<file path="src/common/chdr_pkg.sv">
// --------------------
// CHDR definitions
// Header layout, packet types and the context and payload beat formats
// of the user-side streams
// --------------------

package chdr_pkg;

  // Default CHDR bus width in bits
  localparam int CHDR_W = 64;

  // --------------------
  // Packet types
  // --------------------
  typedef enum logic [2:0] {
    CHDR_PKT_MGMT    = 3'd0,
    CHDR_PKT_STRS    = 3'd1,
    CHDR_PKT_STRC    = 3'd2,
    CHDR_PKT_RSVD_3  = 3'd3,
    CHDR_PKT_CTRL    = 3'd4,
    CHDR_PKT_RSVD_5  = 3'd5,
    CHDR_PKT_DATA    = 3'd6,
    CHDR_PKT_DATA_TS = 3'd7
  } chdr_pkt_type_e;

  // Header word, most significant field first
  typedef struct packed {
    logic [5:0]     vc;
    logic           eob;
    logic           eov;
    chdr_pkt_type_e pkt_type;
    logic [4:0]     num_mdata;
    logic [15:0]    seq_num;
    logic [15:0]    length;
    logic [15:0]    dst_epid;
  } chdr_header_t;

  // --------------------
  // Stream beats
  // --------------------
  typedef struct packed {
    logic [63:0] tdata;
    logic [3:0]  tuser;
    logic        tlast;
  } ctx_beat_t;

  // One 32-bit item per payload beat
  typedef struct packed {
    logic [31:0] tdata;
    logic        tkeep;
    logic        tlast;
  } pyld_beat_t;

endpackage

</file>
<file path="src/common/difi_pkg.sv">
// --------------------
// DIFI definitions
// Inserter state encoding, fixed header constants, the decoded field
// set and the header word byte order
// --------------------

package difi_pkg;

  // --------------------
  // Inserter states
  // --------------------
  typedef enum logic [3:0] {
    ST_CTX_HDR,
    ST_CTX_TS,
    ST_CTX_PASS,
    ST_HDR_WORD,
    ST_STREAM_ID,
    ST_OUI,
    ST_CLASS_CODE,
    ST_INT_TS,
    ST_FRAC_TS_MS,
    ST_FRAC_TS_LS,
    ST_PYLD_PASS
  } difi_state_e;

  // Fields taken from the CHDR header for DIFI word 0
  typedef struct packed {
    logic [3:0]  seq_count;
    logic [15:0] pkt_size;
  } difi_fields_t;

  // --------------------
  // Header constants
  // --------------------

  // Seven DIFI header words added to the CHDR length
  localparam logic [15:0] DIFI_LEN_INCREASE = 16'd28;

  // DIFI header bytes counted in the packet size
  localparam logic [15:0] DIFI_HDR_OVERHEAD = 16'd20;

  localparam logic [1:0] DIFI_TSI = 2'b01;
  localparam logic [7:0] DIFI_PKT_TYPE = 8'b0001_1000;
  localparam logic [1:0] DIFI_TSF = 2'b10;

  // No time source yet, so both timestamps are fixed
  localparam logic [31:0] INT_TIMESTAMP = 32'h6666_6666;
  localparam logic [63:0] FRAC_TIMESTAMP = 64'hf0f0_f0f0_0f0f_0f0f;

  // Swap the two bytes inside each 16-bit half
  function automatic logic [31:0] swap_halves(input logic [31:0] word);
    logic [31:0] swapped;
    swapped = {word[23:16], word[31:24], word[7:0], word[15:8]};
    return swapped;
  endfunction

endpackage

</file>
<file path="src/difi_inserter/chdr_header_decode.sv">
// --------------------
// CHDR header decode
// Raises the CHDR length for the inserted DIFI words and derives the
// DIFI packet size and sequence count
// --------------------

module chdr_header_decode (
  input  chdr_pkg::chdr_header_t in_ctx_data,
  output chdr_pkg::chdr_header_t updated_header,
  output difi_pkg::difi_fields_t fields,
  output logic                   has_time
);

  logic [15:0] ts_bytes;
  logic [15:0] mdata_bytes;
  logic [15:0] difi_bytes;

  // --------------------
  // Header rewrite
  // --------------------

  // Only the length changes
  always_comb begin
    updated_header        = in_ctx_data;
    updated_header.length = in_ctx_data.length + difi_pkg::DIFI_LEN_INCREASE;
  end

  // --------------------
  // DIFI size
  // --------------------

  assign has_time = (in_ctx_data.pkt_type == chdr_pkg::CHDR_PKT_DATA_TS);

  // Timestamp word and metadata words are 8 bytes each
  assign ts_bytes    = has_time ? 16'd8 : 16'd0;
  assign mdata_bytes = {8'd0, in_ctx_data.num_mdata, 3'b000};

  // Bytes that end up in the DIFI packet
  assign difi_bytes = in_ctx_data.length - ts_bytes - mdata_bytes
                    + difi_pkg::DIFI_HDR_OVERHEAD;

  // Size counts 32-bit words
  assign fields.pkt_size = {2'b00, difi_bytes[15:2]};

  // DIFI only carries a 4-bit sequence count
  assign fields.seq_count = in_ctx_data.seq_num[3:0];

endmodule

</file>
<file path="src/difi_inserter/difi_sequencer.sv">
// --------------------
// DIFI sequencer
// Packet state machine: context beats, the seven DIFI header words,
// then the payload, with the decoded fields held for the header
// --------------------

module difi_sequencer (
  input  logic                   axis_data_clk,
  input  logic                   axis_data_rst,
  input  logic                   in_ctx_valid,
  input  logic                   in_ctx_last,
  input  logic                   out_ctx_ready,
  input  logic                   in_pyld_valid,
  input  logic                   in_pyld_last,
  input  logic                   out_pyld_ready,
  input  logic                   has_time,
  input  difi_pkg::difi_fields_t fields,
  output difi_pkg::difi_state_e  state,
  output difi_pkg::difi_fields_t latched_fields
);

  difi_pkg::difi_state_e state_next;
  logic                  ctx_xfer;
  logic                  pyld_xfer;

  // Context passes straight through, so the transfer is input valid
  // with output ready
  assign ctx_xfer  = in_ctx_valid && out_ctx_ready;
  assign pyld_xfer = in_pyld_valid && out_pyld_ready;

  // --------------------
  // Next state
  // --------------------
  always_comb begin
    state_next = state;
    case (state)
      difi_pkg::ST_CTX_HDR: begin
        if (ctx_xfer) begin
          if (in_ctx_last) begin
            state_next = difi_pkg::ST_HDR_WORD;
          end else if (has_time) begin
            state_next = difi_pkg::ST_CTX_TS;
          end else begin
            state_next = difi_pkg::ST_CTX_PASS;
          end
        end
      end
      difi_pkg::ST_CTX_TS: begin
        if (ctx_xfer) begin
          state_next = in_ctx_last ? difi_pkg::ST_HDR_WORD : difi_pkg::ST_CTX_PASS;
        end
      end
      difi_pkg::ST_CTX_PASS: begin
        if (ctx_xfer && in_ctx_last) begin
          state_next = difi_pkg::ST_HDR_WORD;
        end
      end
      // Header words are always valid, so ready alone advances them
      difi_pkg::ST_HDR_WORD:    if (out_pyld_ready) state_next = difi_pkg::ST_STREAM_ID;
      difi_pkg::ST_STREAM_ID:   if (out_pyld_ready) state_next = difi_pkg::ST_OUI;
      difi_pkg::ST_OUI:         if (out_pyld_ready) state_next = difi_pkg::ST_CLASS_CODE;
      difi_pkg::ST_CLASS_CODE:  if (out_pyld_ready) state_next = difi_pkg::ST_INT_TS;
      difi_pkg::ST_INT_TS:      if (out_pyld_ready) state_next = difi_pkg::ST_FRAC_TS_MS;
      difi_pkg::ST_FRAC_TS_MS:  if (out_pyld_ready) state_next = difi_pkg::ST_FRAC_TS_LS;
      difi_pkg::ST_FRAC_TS_LS:  if (out_pyld_ready) state_next = difi_pkg::ST_PYLD_PASS;
      difi_pkg::ST_PYLD_PASS: begin
        if (pyld_xfer && in_pyld_last) begin
          state_next = difi_pkg::ST_CTX_HDR;
        end
      end
      default: begin
        state_next = difi_pkg::ST_CTX_HDR;
      end
    endcase
  end

  // --------------------
  // Registers
  // --------------------
  always_ff @(posedge axis_data_clk) begin
    if (axis_data_rst) begin
      state <= difi_pkg::ST_CTX_HDR;
    end else begin
      state <= state_next;
    end
  end

  // Capture size and sequence from the header beat
  always_ff @(posedge axis_data_clk) begin
    if (state == difi_pkg::ST_CTX_HDR && ctx_xfer) begin
      latched_fields <= fields;
    end
  end

endmodule

</file>
<file path="src/difi_inserter/difi_word_mux.sv">
// --------------------
// DIFI word mux
// Steers context beats, the DIFI header words and the payload onto
// the output streams according to the sequencer state
// --------------------

module difi_word_mux #(
  parameter logic [31:0] STREAM_ID = 32'h8888_8888,
  parameter logic [23:0] OUI       = 24'h12_3456,
  parameter logic [15:0] ICC       = 16'hdead,
  parameter logic [15:0] PCC       = 16'hbeef
) (
  input  difi_pkg::difi_state_e  state,
  input  difi_pkg::difi_fields_t latched_fields,
  input  chdr_pkg::chdr_header_t updated_header,
  input  chdr_pkg::ctx_beat_t    in_ctx,
  input  logic                   in_ctx_valid,
  input  logic                   out_ctx_ready,
  input  chdr_pkg::pyld_beat_t   in_pyld,
  input  logic                   in_pyld_valid,
  input  logic                   out_pyld_ready,
  output chdr_pkg::ctx_beat_t    out_ctx,
  output logic                   out_ctx_valid,
  output logic                   in_ctx_ready,
  output chdr_pkg::pyld_beat_t   out_pyld,
  output logic                   out_pyld_valid,
  output logic                   in_pyld_ready
);

  logic [31:0] hdr_word;
  logic        ctx_phase;

  assign ctx_phase = (state == difi_pkg::ST_CTX_HDR) || (state == difi_pkg::ST_CTX_TS)
                  || (state == difi_pkg::ST_CTX_PASS);

  // --------------------
  // Context stream
  // --------------------
  always_comb begin
    out_ctx = in_ctx;
    if (state == difi_pkg::ST_CTX_HDR) begin
      out_ctx.tdata = updated_header;
    end
  end

  assign out_ctx_valid = ctx_phase && in_ctx_valid;
  assign in_ctx_ready  = ctx_phase && out_ctx_ready;

  // --------------------
  // Header words
  // --------------------
  always_comb begin
    case (state)
      difi_pkg::ST_HDR_WORD: begin
        hdr_word = {difi_pkg::DIFI_PKT_TYPE, difi_pkg::DIFI_TSI, difi_pkg::DIFI_TSF,
                    latched_fields.seq_count, latched_fields.pkt_size};
      end
      difi_pkg::ST_STREAM_ID:  hdr_word = STREAM_ID;
      difi_pkg::ST_OUI:        hdr_word = {8'h00, OUI};
      difi_pkg::ST_CLASS_CODE: hdr_word = {ICC, PCC};
      difi_pkg::ST_INT_TS:     hdr_word = difi_pkg::INT_TIMESTAMP;
      difi_pkg::ST_FRAC_TS_MS: hdr_word = difi_pkg::FRAC_TIMESTAMP[63:32];
      difi_pkg::ST_FRAC_TS_LS: hdr_word = difi_pkg::FRAC_TIMESTAMP[31:0];
      default:                 hdr_word = '0;
    endcase
  end

  // --------------------
  // Payload stream
  // --------------------
  always_comb begin
    if (state == difi_pkg::ST_PYLD_PASS) begin
      out_pyld       = in_pyld;
      out_pyld_valid = in_pyld_valid;
      in_pyld_ready  = out_pyld_ready;
    end else if (ctx_phase) begin
      // Payload held off until the context has gone out
      out_pyld       = '0;
      out_pyld_valid = 1'b0;
      in_pyld_ready  = 1'b0;
    end else begin
      out_pyld.tdata = difi_pkg::swap_halves(hdr_word);
      out_pyld.tkeep = 1'b1;
      out_pyld.tlast = 1'b0;
      out_pyld_valid = 1'b1;
      in_pyld_ready  = 1'b0;
    end
  end

endmodule

</file>
<file path="src/difi_inserter_top.sv">
// --------------------
// DIFI inserter top level
// Turns a CHDR context and payload pair into a DIFI data packet
// --------------------

module difi_inserter_top #(
  parameter int          CHDR_W    = chdr_pkg::CHDR_W,
  parameter logic [31:0] STREAM_ID = 32'h8888_8888,
  parameter logic [23:0] OUI       = 24'h12_3456,
  parameter logic [15:0] ICC       = 16'hdead,
  parameter logic [15:0] PCC       = 16'hbeef
) (
  input  logic                 axis_data_clk,
  input  logic                 axis_data_rst,
  // Context in and out
  input  chdr_pkg::ctx_beat_t  in_ctx,
  input  logic                 in_ctx_valid,
  output logic                 in_ctx_ready,
  output chdr_pkg::ctx_beat_t  out_ctx,
  output logic                 out_ctx_valid,
  input  logic                 out_ctx_ready,
  // Payload in and out
  input  chdr_pkg::pyld_beat_t in_pyld,
  input  logic                 in_pyld_valid,
  output logic                 in_pyld_ready,
  output chdr_pkg::pyld_beat_t out_pyld,
  output logic                 out_pyld_valid,
  input  logic                 out_pyld_ready
);

  logic [CHDR_W-1:0]      ctx_tdata;
  chdr_pkg::chdr_header_t updated_header;
  difi_pkg::difi_fields_t dec_fields;
  difi_pkg::difi_fields_t latched_fields;
  difi_pkg::difi_state_e  state;
  logic                   has_time;

  // Header sits in the low 64 bits of the context beat
  assign ctx_tdata = in_ctx.tdata;

  chdr_header_decode u_decode (
    .in_ctx_data    (ctx_tdata[63:0]),
    .updated_header (updated_header),
    .fields         (dec_fields),
    .has_time       (has_time)
  );

  difi_sequencer u_sequencer (
    .axis_data_clk  (axis_data_clk),
    .axis_data_rst  (axis_data_rst),
    .in_ctx_valid   (in_ctx_valid),
    .in_ctx_last    (in_ctx.tlast),
    .out_ctx_ready  (out_ctx_ready),
    .in_pyld_valid  (in_pyld_valid),
    .in_pyld_last   (in_pyld.tlast),
    .out_pyld_ready (out_pyld_ready),
    .has_time       (has_time),
    .fields         (dec_fields),
    .state          (state),
    .latched_fields (latched_fields)
  );

  difi_word_mux #(
    .STREAM_ID (STREAM_ID),
    .OUI       (OUI),
    .ICC       (ICC),
    .PCC       (PCC)
  ) u_word_mux (
    .state          (state),
    .latched_fields (latched_fields),
    .updated_header (updated_header),
    .in_ctx         (in_ctx),
    .in_ctx_valid   (in_ctx_valid),
    .out_ctx_ready  (out_ctx_ready),
    .in_pyld        (in_pyld),
    .in_pyld_valid  (in_pyld_valid),
    .out_pyld_ready (out_pyld_ready),
    .out_ctx        (out_ctx),
    .out_ctx_valid  (out_ctx_valid),
    .in_ctx_ready   (in_ctx_ready),
    .out_pyld       (out_pyld),
    .out_pyld_valid (out_pyld_valid),
    .in_pyld_ready  (in_pyld_ready)
  );

endmodule

</file>
<file path="config.mk">
export PLATFORM = sky130hd
export DESIGN_NAME = difi_inserter_top
export DESIGN_NICKNAME = d
export VERILOG_FILES = /design/src/common/chdr_pkg.sv /design/src/common/difi_pkg.sv /design/src/difi_inserter/chdr_header_decode.sv /design/src/difi_inserter/difi_sequencer.sv /design/src/difi_inserter/difi_word_mux.sv /design/src/difi_inserter_top.sv
export SDC_FILE = /design/constraint.sdc
export NUM_CORES = 1
export LEC_CHECK = 0
export BUFFER_PORTS_ARGS = -buffer_cell sky130_fd_sc_hd__buf_4
export CAP_MARGIN = 5
export CORE_MARGIN = 5
export CORE_UTILIZATION = 40
export CTS_CLUSTER_SIZE = 40
export DETAILED_ROUTE_END_ITERATION = 10
export HOLD_SLACK_MARGIN = 0.06
export PLACE_DENSITY = 0.82
export SYNTH_ARGS = -nofsm -noshare
export SYNTH_HDL_FRONTEND = slang
export SYNTH_SLANG_ARGS = --single-unit
</file>
<file path="constraint.sdc">
create_clock -name axis_data_clk -period 7.2 [get_ports axis_data_clk]
set_clock_uncertainty 0.15 [all_clocks]
set_input_delay 0.72 -clock axis_data_clk [delete_from_list [all_inputs] [get_ports axis_data_clk]]
set_output_delay 0.72 -clock axis_data_clk [all_outputs]
set_load 0.01 [all_outputs]
</file>
# ---- Yosys cells after proc, flatten, opt, wreduce, memory -nomap -nowiden
# Cells that the tools add are included.
dict set report totals {
  wordCells 63
  ff_bits 22
  inputBits 109
  out_inout_bits 107
}
dict set report classes {
  addsub 4
  n_reduce_logical 11
  n_mux 23
  eq_ne 22
}
# op count
set op_table {}
lappend op_table {{$pmux 32 s7} 1}
lappend op_table {{$mux 34} 2}
lappend op_table {{$mux 4} 13}
lappend op_table {{$pmux 4 s11} 1}
lappend op_table {{$add 16x5->16 const B} 2}
lappend op_table {{$mux 32} 1}
lappend op_table {{$eq 4x3->1 const B} 4}
lappend op_table {{$sub 16x16->16} 1}
lappend op_table {{$sub 16x8->16} 1}
lappend op_table {{$ne 2x2->1 const B} 7}
lappend op_table {{$eq 4x4->1 const B} 3}
lappend op_table {{$reduce_and 11->1} 1}
lappend op_table {{$eq 4x2->1 const B} 2}
lappend op_table {{$ne 2x1->1 const B} 4}
lappend op_table {{$logic_and 1x1->1} 7}
lappend op_table {{$eq 4x1->1 const B} 1}
lappend op_table {{$logic_not 4->1} 1}
lappend op_table {{$mux 1} 4}
lappend op_table {{$eq 3x3->1 const B} 1}
lappend op_table {{$logic_or 1x1->1} 2}
lappend op_table {{$mux 2} 1}

# ---- Longest topological paths before layout
# Gate-level depths: netlist of the first run.
dict set report depth {
  ltp_word 5
  depth_mapped 11
}

# ---- Modules after synthesis
# A second synthesis of the first run with hierarchy kept.
dict set report hier_totals {
  hier_cells 483
  hier_area_um2 4097.7
}
# mod seq_area_each_um2 n_inst area_per_inst_um2 cells_each
set modules_own_cells {}
lappend modules_own_cells {difi_word_mux 0.0 1 1619.1 215}
lappend modules_own_cells {chdr_header_decode 0.0 1 1502.7 202}
lappend modules_own_cells {difi_sequencer 680.7 1 975.9 66}

# ---- Worst setup path after synthesis of the first run
# No wires, ideal clock.
dict set report synth_timing {
  kind {input port to flip-flop}
  from {input port in_ctx[60] in the netlist's numbering}
  to {register u_sequencer.latched_fields[10] (netlist name)}
  setup_time_ns 0.158
  n_path_buf 0
  required_ns 6.892
  arrival_ns 2.991
  setup_slack_ns 3.901
  path_stages 10
  path_cell_list {nand3_1 -> fa_1 -> inv_1 -> fa_1 -> ha_1 -> o21ba_2 -> o21ai_0 -> a31o_2 -> a2111o_1 -> o211ai_1}
}
# item line
set synth_lines {}
lappend synth_lines {{from (decl)} difi_inserter_top.sv:16} ;# input chdr_pkg::ctx_beat_t in_ctx,

==> run metrics, run 1 <==
# Post-CTS Setup Buffers=0; fin area=3780 um2; Synth area leaders=edfxtp_1 18%, buf_4 13%, ha_1 10%; worst slew pin tran=1230 ps; GRT Total Usage=0.180; Crit. End Element=primary output; Sink Count=22; Core Region=7610 um2; GR Overflow Total=0; Hold Fails Final Rpt=0; Hold WS=487 ps; RSZ-0062 raised after global routing=no; most frequent cell after synthesis=buf_4; Final ANT Viol Nets=0; pwr dens=around 160 nW/um2; hold_buf cts=0; final setup violating endpoints=0; syn avg cell area=about 7.5 um2; post-synth top area cell=edfxtp_1; PortBufs=131; nets=between 600 and 700; Post-Synth Simple-Gate Area=0.185; Synth Instances=approximately 400; clk root buf=clkbuf_8; PostCTS Resize Cnt=0; share of cells above drive strength 1=0.309; CP Launch Type=flip-flop; P_leak=around 0.0018 uW; gpl congestion=about 0.86; Starting Density=0.404; CP max FO=20; vias in the first global route=3,056; Worst path top cell family by delay=flip-flops; Finished Core Util=0.497; area share of xor/xnor cells in the synthesized design=0.0656; post-route DRC violation count=0; Mapped Area=about 3100 um2; sequential share of the synthesized area=0.202; Slew Limit Headroom=0.175; Synth top cells by count=55 x buf_4, 50 x a21oi_1, 35 x nand2_1, 32 x o21ai_0; setup_tns=0 ps; Synth Area in Compound Gates=0.233; Non-Filler Instances=577; dpl hpwl=7220 um; Worst-path clk slew=approximately 80 ps; via count=3,028; iteration count of the initial detailed-routing pass=4; total CTS buffers=3; Total Wirelength=8890 um; fin. max-slew vios=0; area post-placement=3710 um2; top cell type's share of synthesized area=0.176; diode count=0; H-tree lvl count=1; die height=97.6 um; WP data required=6330 ps; Cell Rows=32; CTS tree=yes; CP max-delay cell=dfxtp_1; Async SR Flop Fraction=0; fmax=about 270 MHz; routed length per instance=15.4 um; net count after synthesis=~550; max_cap viols=0; pin count of the biggest net entering global routing=30; critical path data arrival time=2790 ps; Yosys reg bits=22; I/O pin count=216; fin crit share=0.508; first-pass GRT wire length=14,600 um; clock latency on the worst-skew pair=260 ps; mux share of post-synthesis cell area=0; vias per inst=5.25; slowest stage delay, CP=880 ps; Synth-to-Final Area Change=23.0%; Synth warnings=0; initial antenna violation count=0; post-route minimum period=3660 ps; critical-path cell list=inv_1 > nor2_1 > nand2_1 > a21o_1 > o21ai_0 > buf_4; full die area=between 9000 and 10,000 um2; Crit path buffers/inverters=2; Adder-Cell Fraction of Synth Area=0.115; Yosys cell types=49; Post-synth EDFFs=18; Cells after DPL=573; number of DRC markers in iteration 0=184; outcome=complete, no violations; Max VDD drop=approximately 85 uV; Die Wd=97.6 um; critical path class=flip-flop to primary output; top_reg_cell synth=edfxtp_1; Max Root-Sink Buffers=2; main combinational cell family by area after synthesis=compound AO/OA/AOI/OAI gates; Worst Hold Class=input pin to flip-flop
[report_power, final]
| group | switching, uW | leakage, uW | total [uW] | internal (uW) |
|---|---|---|---|---|
| combinational | 182 | 0.00152 | 333 | 151 |
| clock | 42.4 | 0.0000357 | 117 | 74.2 |
| sequential | 11.2 | 0.000199 | 171 | 160 |
| total | 236 | 0.00175 | 621 | 386 |
[path summary, 6_finish.rpt]
path	startpoint	endpoint	slack [ps]	cells past startpoint
hold / removal	in_ctx[37]	u_sequencer.latched_fields[16]$_DFFE_PP_	490	1
setup / recovery	u_sequencer.state[1]$_SDFFE_PP0P_	out_pyld[6]	3540	6
setup reg to reg	u_sequencer.state[3]$_SDFFE_PP0P_	u_sequencer.latched_fields[5]$_DFFE_PP_	4670	2
hold reg to reg	u_sequencer.state[2]$_SDFFE_PP0P_	u_sequencer.state[2]$_SDFFE_PP0P_	590	3
[cells by family after synthesis]
group,after synthesis
buffers and inverters,104
AO/OA/AOI/OAI,120
XOR/XNOR,23
adder cells (fa/ha/maj),27
flip-flops,22
AND/OR/NAND/NOR,114
[routing by layer]
layer  wire length, um  vias up  track usage
met5                 0        -            0
met3               717       20       0.0416
met1              3640     1376        0.214
met2              4330      135        0.317
met4               193        0       0.0586
li1                  -     1497            -
[cell type report]
class | instances | area (um2)
clock buffers | 3 | 41.3
clock inverters | 1 | 30.0
fillers | 751 | 3830
inverters | 31 | 116
multi-input cells | 284 | 1840
flip-flops and latches | 22 | 621
well taps | 102 | 128
repair buffers | 134 | 1010
[sequential cells by signal (all words and copies together), names as in the netlist]
register	cells
u_sequencer.state	4
u_sequencer.latched_fields	18
[cells in the final DEF (no fill, tap or decap), types with 2 or more instances in the layout]
cell and count:
o21bai_1 2, ha_1 25, nand3_1 13, buf_4 134, and3_1 6, a21oi_1 50
nor2b_1 6, a211oi_1 6, nand4_1 3, a311o_1 2, dfxtp_1 4, xor2_1 5
a31o_2 2, o211ai_1 3, nor3_1 7, nor2_1 30, nand2_1 35, clkbuf_8 3
xnor2_1 18, nand2b_1 3, a21o_1 4, edfxtp_1 18, o22ai_1 8, inv_1 30
fa_1 2, and2_1 3, o21ai_0 32
[stage by stage]
step                      setup WS (ps)  power (uW)
after detailed placement           3570         509
final                              3540         621
after global placement             3660         500
after floorplan                    3900         408
after CTS                          3540         625
after global routing               3290         666
(Power assumes the default switching activity.)
==> run 2: changes to the inputs <==
==> constraint.sdc (replaced) <==
create_clock -name axis_data_clk -period 3.6 [get_ports axis_data_clk]
set_clock_uncertainty 0.15 [all_clocks]
set_input_delay 0.36 -clock axis_data_clk [delete_from_list [all_inputs] [get_ports axis_data_clk]]
set_output_delay 0.36 -clock axis_data_clk [all_outputs]
set_load 0.01 [all_outputs]
==> run 2 against run 1 <==
Combinational power grew 99%. Clock-buffer cell count is the same. Final cell count up 0.35%. Wire length increased by 0.78%. Flip-flop and latch count stayed put. Sequential power is 100% higher. Worst setup slack lost 3100 ps. Critical path type unchanged. Largest cell class unchanged.
==> run metrics, run 2 (synthesis results as in run 1) <==
Worst-path clk slew=80 ps (about the same); nets=614 (+0.33%); final setup violating endpoints=0 (unchanged); Crit. End Element=primary output; initial antenna violation count=0 (unchanged); critical path class=flip-flop to primary output; GR Overflow Total=0 (unchanged); outcome=complete, no violations; commonest non-fill, non-tap cell in the layout=buf_4; number of DRC markers in iteration 0=220 (+20%); Core Region=7610 um2 (unchanged); gpl congestion=0.868 (+1.2%); fin crit share=0.884; pin count of the biggest net entering global routing=24 (-20%); Top reg by flops=u_sequencer.latched_fields; multi-input logic area=1840 um2 (unchanged); PortBufs=131 (unchanged); WP data required=3090 ps (-3240 ps); Total Wirelength=8960 um (+0.78%); full die area=9530 um2 (unchanged); RSZ-0062 raised after global routing=no; post-route minimum period=3180 ps; Synth-to-Final Area Change=22.6%; critical path data arrival time=2670 ps (-120 ps); GRT Total Usage=0.177 (-0.00255); fmax=314 MHz; via count=3,013 (-0.50%); Sink Count=22 (unchanged); post-route DRC violation count=0 (unchanged); die height=97.6 um (unchanged); pwr dens=311 nW/um2 (+89%); Worst Hold Class=input pin to flip-flop; Max Root-Sink Buffers=2 (unchanged); I/O pin count=216 (unchanged); biggest regs=u_sequencer.latched_fields (18), u_sequencer.state (4); max_cap viols=0 (unchanged); Cell Rows=32 (unchanged); fin. max-slew vios=0 (unchanged); Storage cell area=621 um2 (unchanged); worst slew pin tran=1200 ps (-39.6 ps); Final ANT Viol Nets=0 (unchanged); Hold Fails Final Rpt=0 (unchanged); total CTS buffers=3 (unchanged); iteration count of the initial detailed-routing pass=5 (+1); diode count=0 (unchanged); FILL cells=760 (+1.2%); setup_tns=0 ps (unchanged); Starting Density=0.404 (unchanged); most frequent cells in the layout=136 x buf_4, 50 x a21oi_1, 35 x nand2_1; vias per inst=5.20 (-0.84%); vias in the first global route=2,991 (-2.1%); flip-flop count of the largest register after layout=18 (unchanged); CP max FO=20 (unchanged); Cells after DPL=575 (+0.35%); routed length per instance=15.5 um (+0.43%); clk root buf=clkbuf_8; share of cells above drive strength 1=0.310 (+0.000799); CTS tree=yes; # Post-CTS Setup Buffers=0 (unchanged); Non-Filler Instances=579 (+0.35%); Slew Limit Headroom=0.202 (+0.0264); P_leak=0.00175 uW (-0.15%); first-pass GRT wire length=14,400 um (-1.4%); CP Launch Type=flip-flop; dpl hpwl=7310 um (+1.3%); hold_buf cts=0 (unchanged); H-tree lvl count=1 (unchanged); clock latency on the worst-skew pair=260 ps (about the same); PostCTS Resize Cnt=0 (unchanged); Max VDD drop=170 uV (+99%); Die Wd=97.6 um (unchanged)
## run 2: cell count changes in the layout (fill, tap and decap cells not counted), sizes merged
cell / change
buf: +2
bufinv: -1
clkinv: +1
## run 2: critical path, stage by stage (launching register included)
cell and delay (ps):
dfxtp_1 850, nor2b_1 560, buf_4 300, a21oi_1 90, nor2_1 140, a21oi_1 50, o21ai_0 250, buf_4 170
## run 2: cell type report
type                       instances  area share
inverter                          31      0.0309
multi-input combinational        284       0.488
timing repair buffer             136       0.271
sequential                        22       0.165
clock inverter                     1    0.000996
clock buffer                       3      0.0110
tap                              102      0.0339
## run 2: power by group
group          leakage [uW]  internal, uW  switching, uW
clock network     0.0000231          76.1           81.3
logic               0.00153           305            358
registers          0.000199           321           28.6
## run 2: worst paths after layout
path         depth (start not counted)  slack [ps]                               from                                       end
max                                  7         420  u_sequencer.state[1]$_SDFFE_PP0P_                              out_pyld[26]
min                                  1         130                         in_ctx[39]  u_sequencer.latched_fields[18]$_DFFE_PP_
max reg2reg                          2        1130  u_sequencer.state[1]$_SDFFE_PP0P_  u_sequencer.latched_fields[18]$_DFFE_PP_
min reg2reg                          2         470  u_sequencer.state[0]$_SDFFE_PP0P_         u_sequencer.state[0]$_SDFFE_PP0P_
## run 2: per-stage QoR
step	cell area, um2	utilization	power, uW	hold WS (ps)	setup WS, ps
after global placement	3720	0.489	1000	403	427
after CTS	3770	0.495	1180	132	448
after detailed placement	3720	0.489	1020	402	360
after global routing	3770	0.495	1260	125	225
final	3770	0.495	1170	134	419
after floorplan	3070	-	815	279	661
## run 2: per-layer routing
metal	wire length (um)	vias up	global-route usage
met5	0	-	0
met4	182	0	0.0532
met3	710	18	0.0337
met2	4380	134	0.323
met1	3690	1362	0.209
li1	-	1499	-
